## src/hdl/mcbsp_defines.svh

```systemverilog
`ifndef MCBSP_DEFINES_SVH
`define MCBSP_DEFINES_SVH

// ---------------------------------------------------------------------------
// frame layout
// ---------------------------------------------------------------------------
`define MC_WORD_W        16
`define MC_UDC_MODULES   18         // series modules per phase
`define MC_PHASES        3
`define MC_STATUS_WORDS  9
`define MC_HDR_WORD0     16'h8000
`define MC_HDR_WORD1     16'h7fff

// ---------------------------------------------------------------------------
// bit clock and counter widths
// ---------------------------------------------------------------------------
`define MC_BIT_DIV       2          // i_clk cycles per half bit clock
`define MC_DIV_CNT_W     2
`define MC_BIT_CNT_W     4          // bit position inside a word
`define MC_STAT_IDX_W    4
`define MC_UDC_IDX_W     5

`endif

```

## src/hdl/mcbsp_pkg.sv

```systemverilog
`include "mcbsp_defines.svh"

package mcbsp_pkg;

	// status words, first field goes out first
	typedef struct packed {
		logic [`MC_WORD_W-1:0] control_word;
		logic [`MC_WORD_W-1:0] target_vol_a;
		logic [`MC_WORD_W-1:0] target_vol_b;
		logic [`MC_WORD_W-1:0] target_vol_c;
		logic [`MC_WORD_W-1:0] phase_sta;
		logic [`MC_WORD_W-1:0] record_grp;
		logic [`MC_WORD_W-1:0] udc_bus_a;    // dc bus voltage per phase
		logic [`MC_WORD_W-1:0] udc_bus_b;
		logic [`MC_WORD_W-1:0] udc_bus_c;
	} mc_status_t;

	// one frame order from trigger to builder
	typedef struct packed {
		logic [`MC_WORD_W-1:0] update_cnt;
		mc_status_t            status;
	} frame_cmd_t;

	// module-voltage memory read request
	typedef struct packed {
		logic                     en;
		logic [1:0]               phase;     // 0 = a, 1 = b, 2 = c
		logic [`MC_UDC_IDX_W-1:0] idx;
	} udc_rd_t;

	// frame word on its way to the serializer
	typedef struct packed {
		logic [`MC_WORD_W-1:0] data;
		logic                  last;      // checksum word closes the frame
	} tx_word_t;

endpackage

```

## src/hdl/mcbsp_frame_builder.sv

```systemverilog
`timescale 1ns/1ps
`include "mcbsp_defines.svh"

module mcbsp_frame_builder import mcbsp_pkg::*; (
	input  logic                  i_clk,
	input  logic                  i_reset_n,
	input  frame_cmd_t            i_cmd,
	input  logic                  i_cmd_valid,
	output logic                  o_cmd_ready,
	output udc_rd_t               o_udc_rd,
	input  logic [`MC_WORD_W-1:0] i_udc_rd_data,
	output tx_word_t              o_word,
	output logic                  o_word_valid,
	input  logic                  i_word_ready
);

	typedef enum logic [2:0] {
		ST_IDLE, ST_HDR0, ST_HDR1, ST_COUNT, ST_STATUS, ST_UDC_RD, ST_UDC_WAIT, ST_SUM
	} state_t;

	localparam logic [`MC_STAT_IDX_W-1:0] STAT_LAST  = `MC_STAT_IDX_W'(`MC_STATUS_WORDS - 1);
	localparam logic [`MC_UDC_IDX_W-1:0]  UDC_LAST   = `MC_UDC_IDX_W'(`MC_UDC_MODULES - 1);
	localparam logic [1:0]                PHASE_LAST = 2'(`MC_PHASES - 1);

	state_t                               state;
	frame_cmd_t                           cmd_q;
	logic [`MC_STATUS_WORDS*`MC_WORD_W-1:0] stat_flat;
	logic [`MC_STAT_IDX_W-1:0]            stat_idx;
	logic [1:0]                           phase;
	logic [`MC_UDC_IDX_W-1:0]             udc_idx;
	logic [`MC_WORD_W-1:0]                sum;
	logic                                 slot_free;
	logic                                 rd_fire;
	logic                                 emit;
	logic                                 emit_last;
	logic                                 sum_clr;
	logic                                 sum_add;
	logic [`MC_WORD_W-1:0]                emit_data;

	assign slot_free   = ~o_word_valid | i_word_ready;   // output register free next cycle
	assign o_cmd_ready = (state == ST_IDLE);
	assign stat_flat   = cmd_q.status;
	assign rd_fire     = (state == ST_UDC_RD) && slot_free;
	assign o_udc_rd    = '{en: rd_fire, phase: phase, idx: udc_idx};

	// word selection per section
	always_comb begin
		emit      = 1'b0;
		emit_data = '0;
		emit_last = 1'b0;
		sum_clr   = 1'b0;
		sum_add   = 1'b0;
		case (state)
			ST_HDR0: begin
				emit      = slot_free;
				emit_data = `MC_HDR_WORD0;
			end
			ST_HDR1: begin
				emit      = slot_free;
				emit_data = `MC_HDR_WORD1;
			end
			ST_COUNT: begin
				emit      = slot_free;
				emit_data = cmd_q.update_cnt;
				sum_clr   = 1'b1;                   // checksum starts at the count
			end
			ST_STATUS: begin
				emit      = slot_free;
				emit_data = stat_flat[(`MC_STATUS_WORDS - 1 - stat_idx) * `MC_WORD_W +: `MC_WORD_W];
				sum_add   = 1'b1;
			end
			ST_UDC_WAIT: begin
				emit      = 1'b1;                   // slot emptied during the read cycle
				emit_data = i_udc_rd_data;
				sum_add   = 1'b1;
			end
			ST_SUM: begin
				emit      = slot_free;
				emit_data = ~sum;
				emit_last = 1'b1;
			end
			default: ;
		endcase
	end

	// ---------------------------------------------------------------------------
	// section sequencer
	// ---------------------------------------------------------------------------
	always_ff @(posedge i_clk or negedge i_reset_n) begin
		if (!i_reset_n) begin
			state        <= ST_IDLE;
			o_word_valid <= 1'b0;
			stat_idx     <= '0;
			phase        <= '0;
			udc_idx      <= '0;
		end else begin
			if (emit)
				o_word_valid <= 1'b1;
			else if (i_word_ready)
				o_word_valid <= 1'b0;
			case (state)
				ST_IDLE:   if (i_cmd_valid) state <= ST_HDR0;
				ST_HDR0:   if (slot_free) state <= ST_HDR1;
				ST_HDR1:   if (slot_free) state <= ST_COUNT;
				ST_COUNT: if (slot_free) begin
					state    <= ST_STATUS;
					stat_idx <= '0;
				end
				ST_STATUS: if (slot_free) begin
					if (stat_idx == STAT_LAST) begin
						state   <= ST_UDC_RD;
						phase   <= '0;
						udc_idx <= '0;
					end else begin
						stat_idx <= stat_idx + 1'b1;
					end
				end
				ST_UDC_RD: if (slot_free) state <= ST_UDC_WAIT;
				ST_UDC_WAIT: begin
					state <= ST_UDC_RD;
					if (udc_idx != UDC_LAST) begin
						udc_idx <= udc_idx + 1'b1;
					end else begin
						udc_idx <= '0;
						if (phase == PHASE_LAST)
							state <= ST_SUM;
						else
							phase <= phase + 1'b1;   // next phase, a then b then c
					end
				end
				ST_SUM:    if (slot_free) state <= ST_IDLE;
				default:   state <= ST_IDLE;
			endcase
		end
	end

	always_ff @(posedge i_clk) begin
		if (i_cmd_valid && o_cmd_ready)
			cmd_q <= i_cmd;
		if (emit)
			o_word <= '{data: emit_data, last: emit_last};
		if (emit && sum_clr)
			sum <= emit_data;
		else if (emit && sum_add)
			sum <= sum + emit_data;
	end

endmodule

```

## src/hdl/mcbsp_frame_trigger.sv

```systemverilog
`timescale 1ns/1ps
`include "mcbsp_defines.svh"

module mcbsp_frame_trigger import mcbsp_pkg::*; (
	input  logic       i_clk,
	input  logic       i_reset_n,
	input  logic       i_tx_start,
	input  mc_status_t i_status,
	input  logic       i_frame_done,
	output frame_cmd_t o_cmd,
	output logic       o_cmd_valid,
	input  logic       i_cmd_ready
);

	logic [2:0]            req_sync;    // two sync flops plus edge history
	logic                  busy;
	logic                  start;
	logic [`MC_WORD_W-1:0] upd_cnt;
	mc_status_t            snap;

	// rising edge of the synchronized request, dropped while a frame runs
	assign start = req_sync[1] & ~req_sync[2] & ~busy;

	always_ff @(posedge i_clk or negedge i_reset_n) begin
		if (!i_reset_n) begin
			req_sync    <= '0;
			busy        <= 1'b0;
			upd_cnt     <= '0;
			o_cmd_valid <= 1'b0;
		end else begin
			req_sync <= {req_sync[1:0], i_tx_start};
			if (start) begin
				busy        <= 1'b1;
				upd_cnt     <= upd_cnt + 1'b1;   // first frame carries 1
				o_cmd_valid <= 1'b1;
			end else begin
				if (i_frame_done)
					busy <= 1'b0;
				if (o_cmd_valid && i_cmd_ready)
					o_cmd_valid <= 1'b0;
			end
		end
	end

	// ---------------------------------------------------------------------------
	// status snapshot, frozen at the accepted edge
	// ---------------------------------------------------------------------------
	always_ff @(posedge i_clk) begin
		if (start)
			snap <= i_status;
	end

	assign o_cmd = '{update_cnt: upd_cnt, status: snap};

endmodule

```

## src/hdl/mcbsp_frame_tx.sv

```systemverilog
`timescale 1ns/1ps
`include "mcbsp_defines.svh"

module mcbsp_frame_tx import mcbsp_pkg::*; (
	input  logic                  i_clk,
	input  logic                  i_reset_n,
	input  logic                  i_tx_start,
	input  mc_status_t            i_status,
	output udc_rd_t               o_udc_rd,
	input  logic [`MC_WORD_W-1:0] i_udc_rd_data,
	output logic                  o_mc_clk,
	output logic                  o_mc_fs,
	output logic                  o_mc_dx
);

	frame_cmd_t cmd;
	logic       cmd_valid;
	logic       cmd_ready;
	tx_word_t   word;
	logic       word_valid;
	logic       word_ready;
	logic       frame_done;

	// ---------------------------------------------------------------------------
	// trigger -> builder -> serializer
	// ---------------------------------------------------------------------------
	mcbsp_frame_trigger u_trigger (
		.i_clk        (i_clk),
		.i_reset_n    (i_reset_n),
		.i_tx_start   (i_tx_start),
		.i_status     (i_status),
		.i_frame_done (frame_done),
		.o_cmd        (cmd),
		.o_cmd_valid  (cmd_valid),
		.i_cmd_ready  (cmd_ready)
	);

	mcbsp_frame_builder u_builder (
		.i_clk         (i_clk),
		.i_reset_n     (i_reset_n),
		.i_cmd         (cmd),
		.i_cmd_valid   (cmd_valid),
		.o_cmd_ready   (cmd_ready),
		.o_udc_rd      (o_udc_rd),
		.i_udc_rd_data (i_udc_rd_data),
		.o_word        (word),
		.o_word_valid  (word_valid),
		.i_word_ready  (word_ready)
	);

	mcbsp_serializer u_serializer (
		.i_clk        (i_clk),
		.i_reset_n    (i_reset_n),
		.i_word       (word),
		.i_word_valid (word_valid),
		.o_word_ready (word_ready),
		.o_frame_done (frame_done),   // releases the trigger
		.o_mc_clk     (o_mc_clk),
		.o_mc_fs      (o_mc_fs),
		.o_mc_dx      (o_mc_dx)
	);

endmodule

```

## src/hdl/mcbsp_serializer.sv

```systemverilog
`timescale 1ns/1ps
`include "mcbsp_defines.svh"

module mcbsp_serializer import mcbsp_pkg::*; (
	input  logic     i_clk,
	input  logic     i_reset_n,
	input  tx_word_t i_word,
	input  logic     i_word_valid,
	output logic     o_word_ready,
	output logic     o_frame_done,
	output logic     o_mc_clk,
	output logic     o_mc_fs,
	output logic     o_mc_dx
);

	typedef enum logic [1:0] {ST_IDLE, ST_LOAD, ST_SHIFT} state_t;

	localparam logic [`MC_DIV_CNT_W-1:0] DIV_LAST = `MC_DIV_CNT_W'(`MC_BIT_DIV - 1);
	localparam logic [`MC_BIT_CNT_W-1:0] BIT_LAST = `MC_BIT_CNT_W'(`MC_WORD_W - 1);

	state_t                   state;
	logic [`MC_DIV_CNT_W-1:0] div_cnt;
	logic                     tick;
	logic                     fall;
	logic                     buf_valid;
	tx_word_t                 buf_q;
	logic [`MC_WORD_W-1:0]    sh;
	logic                     sh_last;
	logic [`MC_BIT_CNT_W-1:0] bit_cnt;
	logic                     load;

	assign tick         = (div_cnt == DIV_LAST);
	assign fall         = tick & o_mc_clk;              // bit clock about to drop
	assign o_word_ready = ~buf_valid;
	assign load         = fall && buf_valid &&
	                      ((state == ST_LOAD) ||
	                       (state == ST_SHIFT && bit_cnt == BIT_LAST && !sh_last));

	// ---------------------------------------------------------------------------
	// bit clock, runs from reset on
	// ---------------------------------------------------------------------------
	always_ff @(posedge i_clk or negedge i_reset_n) begin
		if (!i_reset_n) begin
			div_cnt  <= '0;
			o_mc_clk <= 1'b0;
		end else begin
			div_cnt <= tick ? '0 : div_cnt + 1'b1;
			if (tick)
				o_mc_clk <= ~o_mc_clk;
		end
	end

	// framing and data line, all changes on the falling bit clock
	always_ff @(posedge i_clk or negedge i_reset_n) begin
		if (!i_reset_n) begin
			state        <= ST_IDLE;
			buf_valid    <= 1'b0;
			bit_cnt      <= '0;
			o_mc_fs      <= 1'b0;
			o_mc_dx      <= 1'b1;
			o_frame_done <= 1'b0;
		end else begin
			o_frame_done <= 1'b0;
			if (i_word_valid && o_word_ready)
				buf_valid <= 1'b1;
			else if (load)
				buf_valid <= 1'b0;
			if (fall) begin
				case (state)
					ST_IDLE: if (buf_valid) begin
						o_mc_fs <= 1'b1;                 // one bit ahead of the data
						state   <= ST_LOAD;
					end
					ST_LOAD: begin
						o_mc_fs <= 1'b0;
						if (buf_valid) begin
							o_mc_dx <= buf_q.data[`MC_WORD_W-1];
							bit_cnt <= '0;
							state   <= ST_SHIFT;
						end
					end
					ST_SHIFT: begin
						if (bit_cnt != BIT_LAST) begin
							o_mc_dx <= sh[`MC_WORD_W-2];
							bit_cnt <= bit_cnt + 1'b1;
						end else if (sh_last) begin
							o_mc_dx      <= 1'b1;        // line back to idle
							o_frame_done <= 1'b1;
							state        <= ST_IDLE;
						end else if (buf_valid) begin
							o_mc_dx <= buf_q.data[`MC_WORD_W-1];
							bit_cnt <= '0;
						end else begin
							o_mc_dx <= 1'b1;             // underrun, wait for a word
							state   <= ST_LOAD;
						end
					end
					default: state <= ST_IDLE;
				endcase
			end
		end
	end

	always_ff @(posedge i_clk) begin
		if (i_word_valid && o_word_ready)
			buf_q <= i_word;
		if (load) begin
			sh      <= buf_q.data;
			sh_last <= buf_q.last;
		end else if (fall && state == ST_SHIFT) begin
			sh <= {sh[`MC_WORD_W-2:0], 1'b0};   // msb first
		end
	end

endmodule

```

## config.mk

```make
export PLATFORM = sky130hd
export DESIGN_NAME = mcbsp_frame_tx
export DESIGN_NICKNAME = d
export VERILOG_FILES = /design/src/hdl/mcbsp_pkg.sv /design/src/hdl/mcbsp_frame_builder.sv /design/src/hdl/mcbsp_frame_trigger.sv /design/src/hdl/mcbsp_frame_tx.sv /design/src/hdl/mcbsp_serializer.sv
export VERILOG_INCLUDE_DIRS = /design/src /design/src/hdl
export SDC_FILE = /design/constraint.sdc
export NUM_CORES = 1
export LEC_CHECK = 0
export BUFFER_PORTS_ARGS = -buffer_cell sky130_fd_sc_hd__buf_2
export CORE_MARGIN = 1
export CORE_UTILIZATION = 50
export CTS_BUF_LIST = sky130_fd_sc_hd__clkbuf_8
export DETAILED_ROUTE_END_ITERATION = 12
export PLACE_DENSITY = 0.7
export SYNTH_ARGS = -nofsm -noshare
export SYNTH_HDL_FRONTEND = slang
export SYNTH_SLANG_ARGS = --single-unit
```

## constraint.sdc

```tcl
create_clock -name i_clk -period 19.1 [get_ports i_clk]
set_input_delay 4.775 -clock i_clk [delete_from_list [all_inputs] [get_ports i_clk]]
set_output_delay 4.775 -clock i_clk [all_outputs]
set_load 0.03 [all_outputs]
```

==> flow_summary_export.csv <==
group,metric,value,unit
cells_and_area,post_route_cells_drive_above_1_share,0.255,
detailed_routing,detail_route.drc_violations,0,
die,initial_utilization,0.514,
die,core.rowCount,65,
detailed_routing,first_iter_violations,610,
timing,finalHoldWorstSlack,0.384,ns
clock_tree,cts_tree,"built",
detailed_routing,first_pass_iters,5,
synth,synth_area,0.0164,mm2
timing,report.final.setup_viol,0,
worst_setup_path,cp_data_arrival_time,7.34,ns
synth,ys_warn_count,0,
synth,synth_enable_flop_cells,370,
detailed_routing,routed_via_density,5.28,
die,floorplan.core_area,0.0319,mm2
global_routing,globalRoute.totalOverflow,0,
cells_and_area,areaGrowthSynthToFinish,16.3,%
detailed_routing,routed_wirelength,31.4,mm
die,die_area,0.0335,mm2
clock_tree,cts-hold-fix-buffers,0,
placement,dpl_cell_area,0.0178,mm2
worst_setup_path,biggest_cell_delay_along_the_critical_path,0.47,ns
cells_and_area,num-nets-final,1416,
timing,worstMarginPinSlew,1.21,ns
worst_setup_path,element_type_at_the_critical_path_end,"flip-flop",
timing,layout_min_cycle_time,7.00,ns
cells_and_area,final_cell_area,0.0190,mm2
synth,synthArstFlopShare,0.117,
status,outcome,"completed",
placement,buffer_ports.inserted,173,
clock_tree,post_cts_resized,0,
worst_setup_path,critical-path-top-cell-by-count,"a21oi_1",
die,die_span_in_x,183,um
clock_tree,cts.clk_slew.worst_paths,0.06,ns
synth,ys.flop_type,"edfxtp_1",
synth,yosys.area.top_type,"edfxtp_1",
synth,postSynthRegisterBits,419,
clock_tree,cts-buffers-inserted,69,
power,powerDensity,145,mW/mm2
placement,place_congestion,0.868,
synth,avgSynthCellArea,16.2,um2
timing,finalMaxSlewViolations,0,
cells_and_area,layout.filler_cells,2439,
global_routing,grt_pass1_wl,49.0,mm
synth,synthesis.instances,1008,
timing,fmax,143,MHz
timing,grt_setup_unrepaired,"no",
power,power.static_leakage,7.10,nW
worst_setup_path,critical_path_cell_list,"buf_2 > o21ai_0 > a21oi_1 > a21oi_1 > inv_1 > ha_1 > a211oi_1 > o21bai_1 > a2111oi_4 > nor2_1 > xor2_1 > mux2_2",
detailed_routing,routedWlPerCell,18.4,um
global_routing,vias_in_the_first_global_route,9123,
synth,synth.top_cell.area_share,0.679,
clock_tree,clock-sinks,419,
worst_setup_path,timing.setup.critical_path_class,"in2reg",
detailed_routing,num_vias,9034,
die,die_height,183,um
worst_setup_path,cp_data_required_time,19.44,ns
synth,mappedNetlistNets,1198,
power,vdd_ir_drop_max,0.0680,mV
job,cap_violations,0,
hold_path,hold_path.class,"reg2reg",
timing,finalHoldViolations,0,
placement,detailedPlacementHpwl,20.5,mm
clock_tree,insertion_delay,0.59,ns
synth,post-synth-top-count-cell,"edfxtp_1",
timing,post-route-period-util,0.367,
worst_setup_path,critical_path.slowest_cell,"a2111oi_4",
clock_tree,ctsRootBufferMaster,"clkbuf_8",
power,total_power,2.76,mW
global_routing,grtUsageTotal,0.195,
clock_tree,cts-root-to-sink-buffers,3,
global_routing,initial_antenna_violation_count,9,
worst_setup_path,category_of_the_worst_setup_path_launch_point,"input pin",
timing,finalSetupTns,0,ns
synth,ys_seq_area_frac,0.754,
clock_tree,cts.repair_timing.setup_buffer_count,0,
timing,worst_clock_skew,0.0207,ns
synth,synth_top_cells_by_count,"edfxtp_1, nand2_1, o21ai_0",
detailed_routing,detail-route-antenna-nets,0,
timing,relSlewSlack,0.191,
cells_and_area,final_core_utilization,0.598,
synth,synth.top_cells.by_area,"edfxtp_1, dfrtp_1, mux4_2, nand2_1, ha_1",
die,ios,174,
synth,yosys.cell_types.count,63,
global_routing,largest_net_degree_at_the_start_of_global_routing,152,
worst_setup_path,cp_max_fo,3,
clock_tree,cts_htree_levels,3,
## per-layer routing
| layer | wire length (um) | track usage | part of all wire | vias up |
|---|---|---|---|---|
| li1 | - | - | - | 4291 |
| met1 | 13100 | 0.248 | 0.42 | 4376 |
| met2 | 15500 | 0.322 | 0.49 | 291 |
| met3 | 1930 | 0.0453 | 0.061 | 70 |
| met4 | 863 | 0.0857 | 0.027 | 6 |
| met5 | 34 | 0 | 0.0011 | - |
## cell families (layout without fill, tap and decap cells)
logic type                 Yosys count  after routing  share of synthesized area
and+or+nand+nor                    232            232                     0.0679
DFF                                419            419                      0.754
muxes                               54             54                     0.0576
other                                0              5                          0
adders and majority gates           27             27                     0.0211
buffers and inverters               73            335                     0.0183
AOI/OAI and AO/OA                  175            175                     0.0666
xor gates and xnor gates            28             28                     0.0150
## power by group
group	switching (mW)	leakage (nW)	internal [mW]
combinational	0.508	2.37	0.319
sequential	0.0488	3.99	1.16
clock	0.333	0.731	0.385
total	0.890	7.10	1.87
## critical path: cells and delay by family
family	cells	cell delay, ns
simple gates	1	0.10
xor+xnor	1	0.15
mux	1	0.26
buf+inv	2	0.20
fa+ha+maj	1	0.34
compound gates	6	1.51
## metrics by stage
stage / std cells / setup slack [ns]
2_1_floorplan: 1008 / 0.617
3_3_place_gp: 1590 / 11.65
3_5_place_dp: 1590 / 11.54
4_1_cts: 1705 / 12.16
5_1_grt: 1709 / 11.97
6_report: 1710 / 12.10
## flip-flops by register name, indices dropped and copies added (netlist names), 3 cells and up
register / count
u_builder.sum: 16
u_trigger.req_sync: 3
u_serializer.buf_q: 17
u_builder.stat_idx: 4
u_serializer.sh: 15
u_trigger.o_cmd: 144
u_builder.state: 3
u_serializer.bit_cnt: 4
u_builder.udc_idx: 5
u_trigger.upd_cnt: 16
u_builder.o_word: 17
u_builder.cmd_q: 160
## cell usage in the layout, fill, tap and decap left out, types with 3 or more instances in the layout
| cell | instances |
|---|---|
| a211oi_1 | 3 |
| xor2_1 | 9 |
| nand2_1 | 113 |
| inv_1 | 59 |
| nand2b_1 | 8 |
| diode_2 | 5 |
| clkinv_1 | 6 |
| o21bai_1 | 3 |
| or3_1 | 3 |
| ha_1 | 25 |
| buf_4 | 11 |
| o21ai_0 | 51 |
| and3_1 | 6 |
| mux4_2 | 32 |
| edfxtp_1 | 370 |
| o31ai_1 | 6 |
| dfrtp_1 | 47 |
| a21o_1 | 12 |
| o211ai_1 | 14 |
| nor3_1 | 6 |
| nor2_1 | 32 |
| clkinv_2 | 6 |
| xnor2_1 | 16 |
| bufinv_16 | 3 |
| nor3b_1 | 6 |
| nand3_1 | 17 |
| clkbuf_8 | 71 |
| buf_2 | 173 |
| nand4_1 | 8 |
| o21a_1 | 8 |
| a21oi_1 | 45 |
| mux2i_1 | 20 |
| a31oi_1 | 14 |
| nor2b_1 | 13 |
## path summary, 6_finish.rpt
| path | end | slack [ns] | cells past startpoint | from |
|---|---|---|---|---|
| hold / removal | u_trigger.req_sync[2]$_DFF_PN0_ | 0.38 | 0 | u_trigger.req_sync[1]$_DFF_PN0_ |
| min in group asynchronous | u_serializer.state[1]$_DFFE_PN0P_ | 4.32 | 2 | i_reset_n |
| setup reg to reg | u_builder.sum[12]$_DFFE_PP_ | 13.59 | 15 | u_builder.stat_idx[0]$_DFFE_PN0P_ |
| max in group asynchronous | u_builder.stat_idx[0]$_DFFE_PN0P_ | 14.31 | 2 | i_reset_n |
| setup / recovery | u_builder.sum[11]$_DFFE_PP_ | 12.10 | 12 | i_udc_rd_data[1] |
| hold reg to reg | u_trigger.req_sync[2]$_DFF_PN0_ | 0.38 | 0 | u_trigger.req_sync[1]$_DFF_PN0_ |
## final cells by class
type                       count  area, um2  share of cell area
inverter                      35        131             0.00690
clock buffer                  71        977              0.0513
tap                          435        544              0.0286
clock inverter                44        274              0.0144
antenna                        5       12.5            0.000657
multi-input combinational    516       3800               0.200
timing repair buffer         185        968              0.0508
sequential                   419      12300               0.648
No activity file was read; power rests on OpenSTA's default activity.
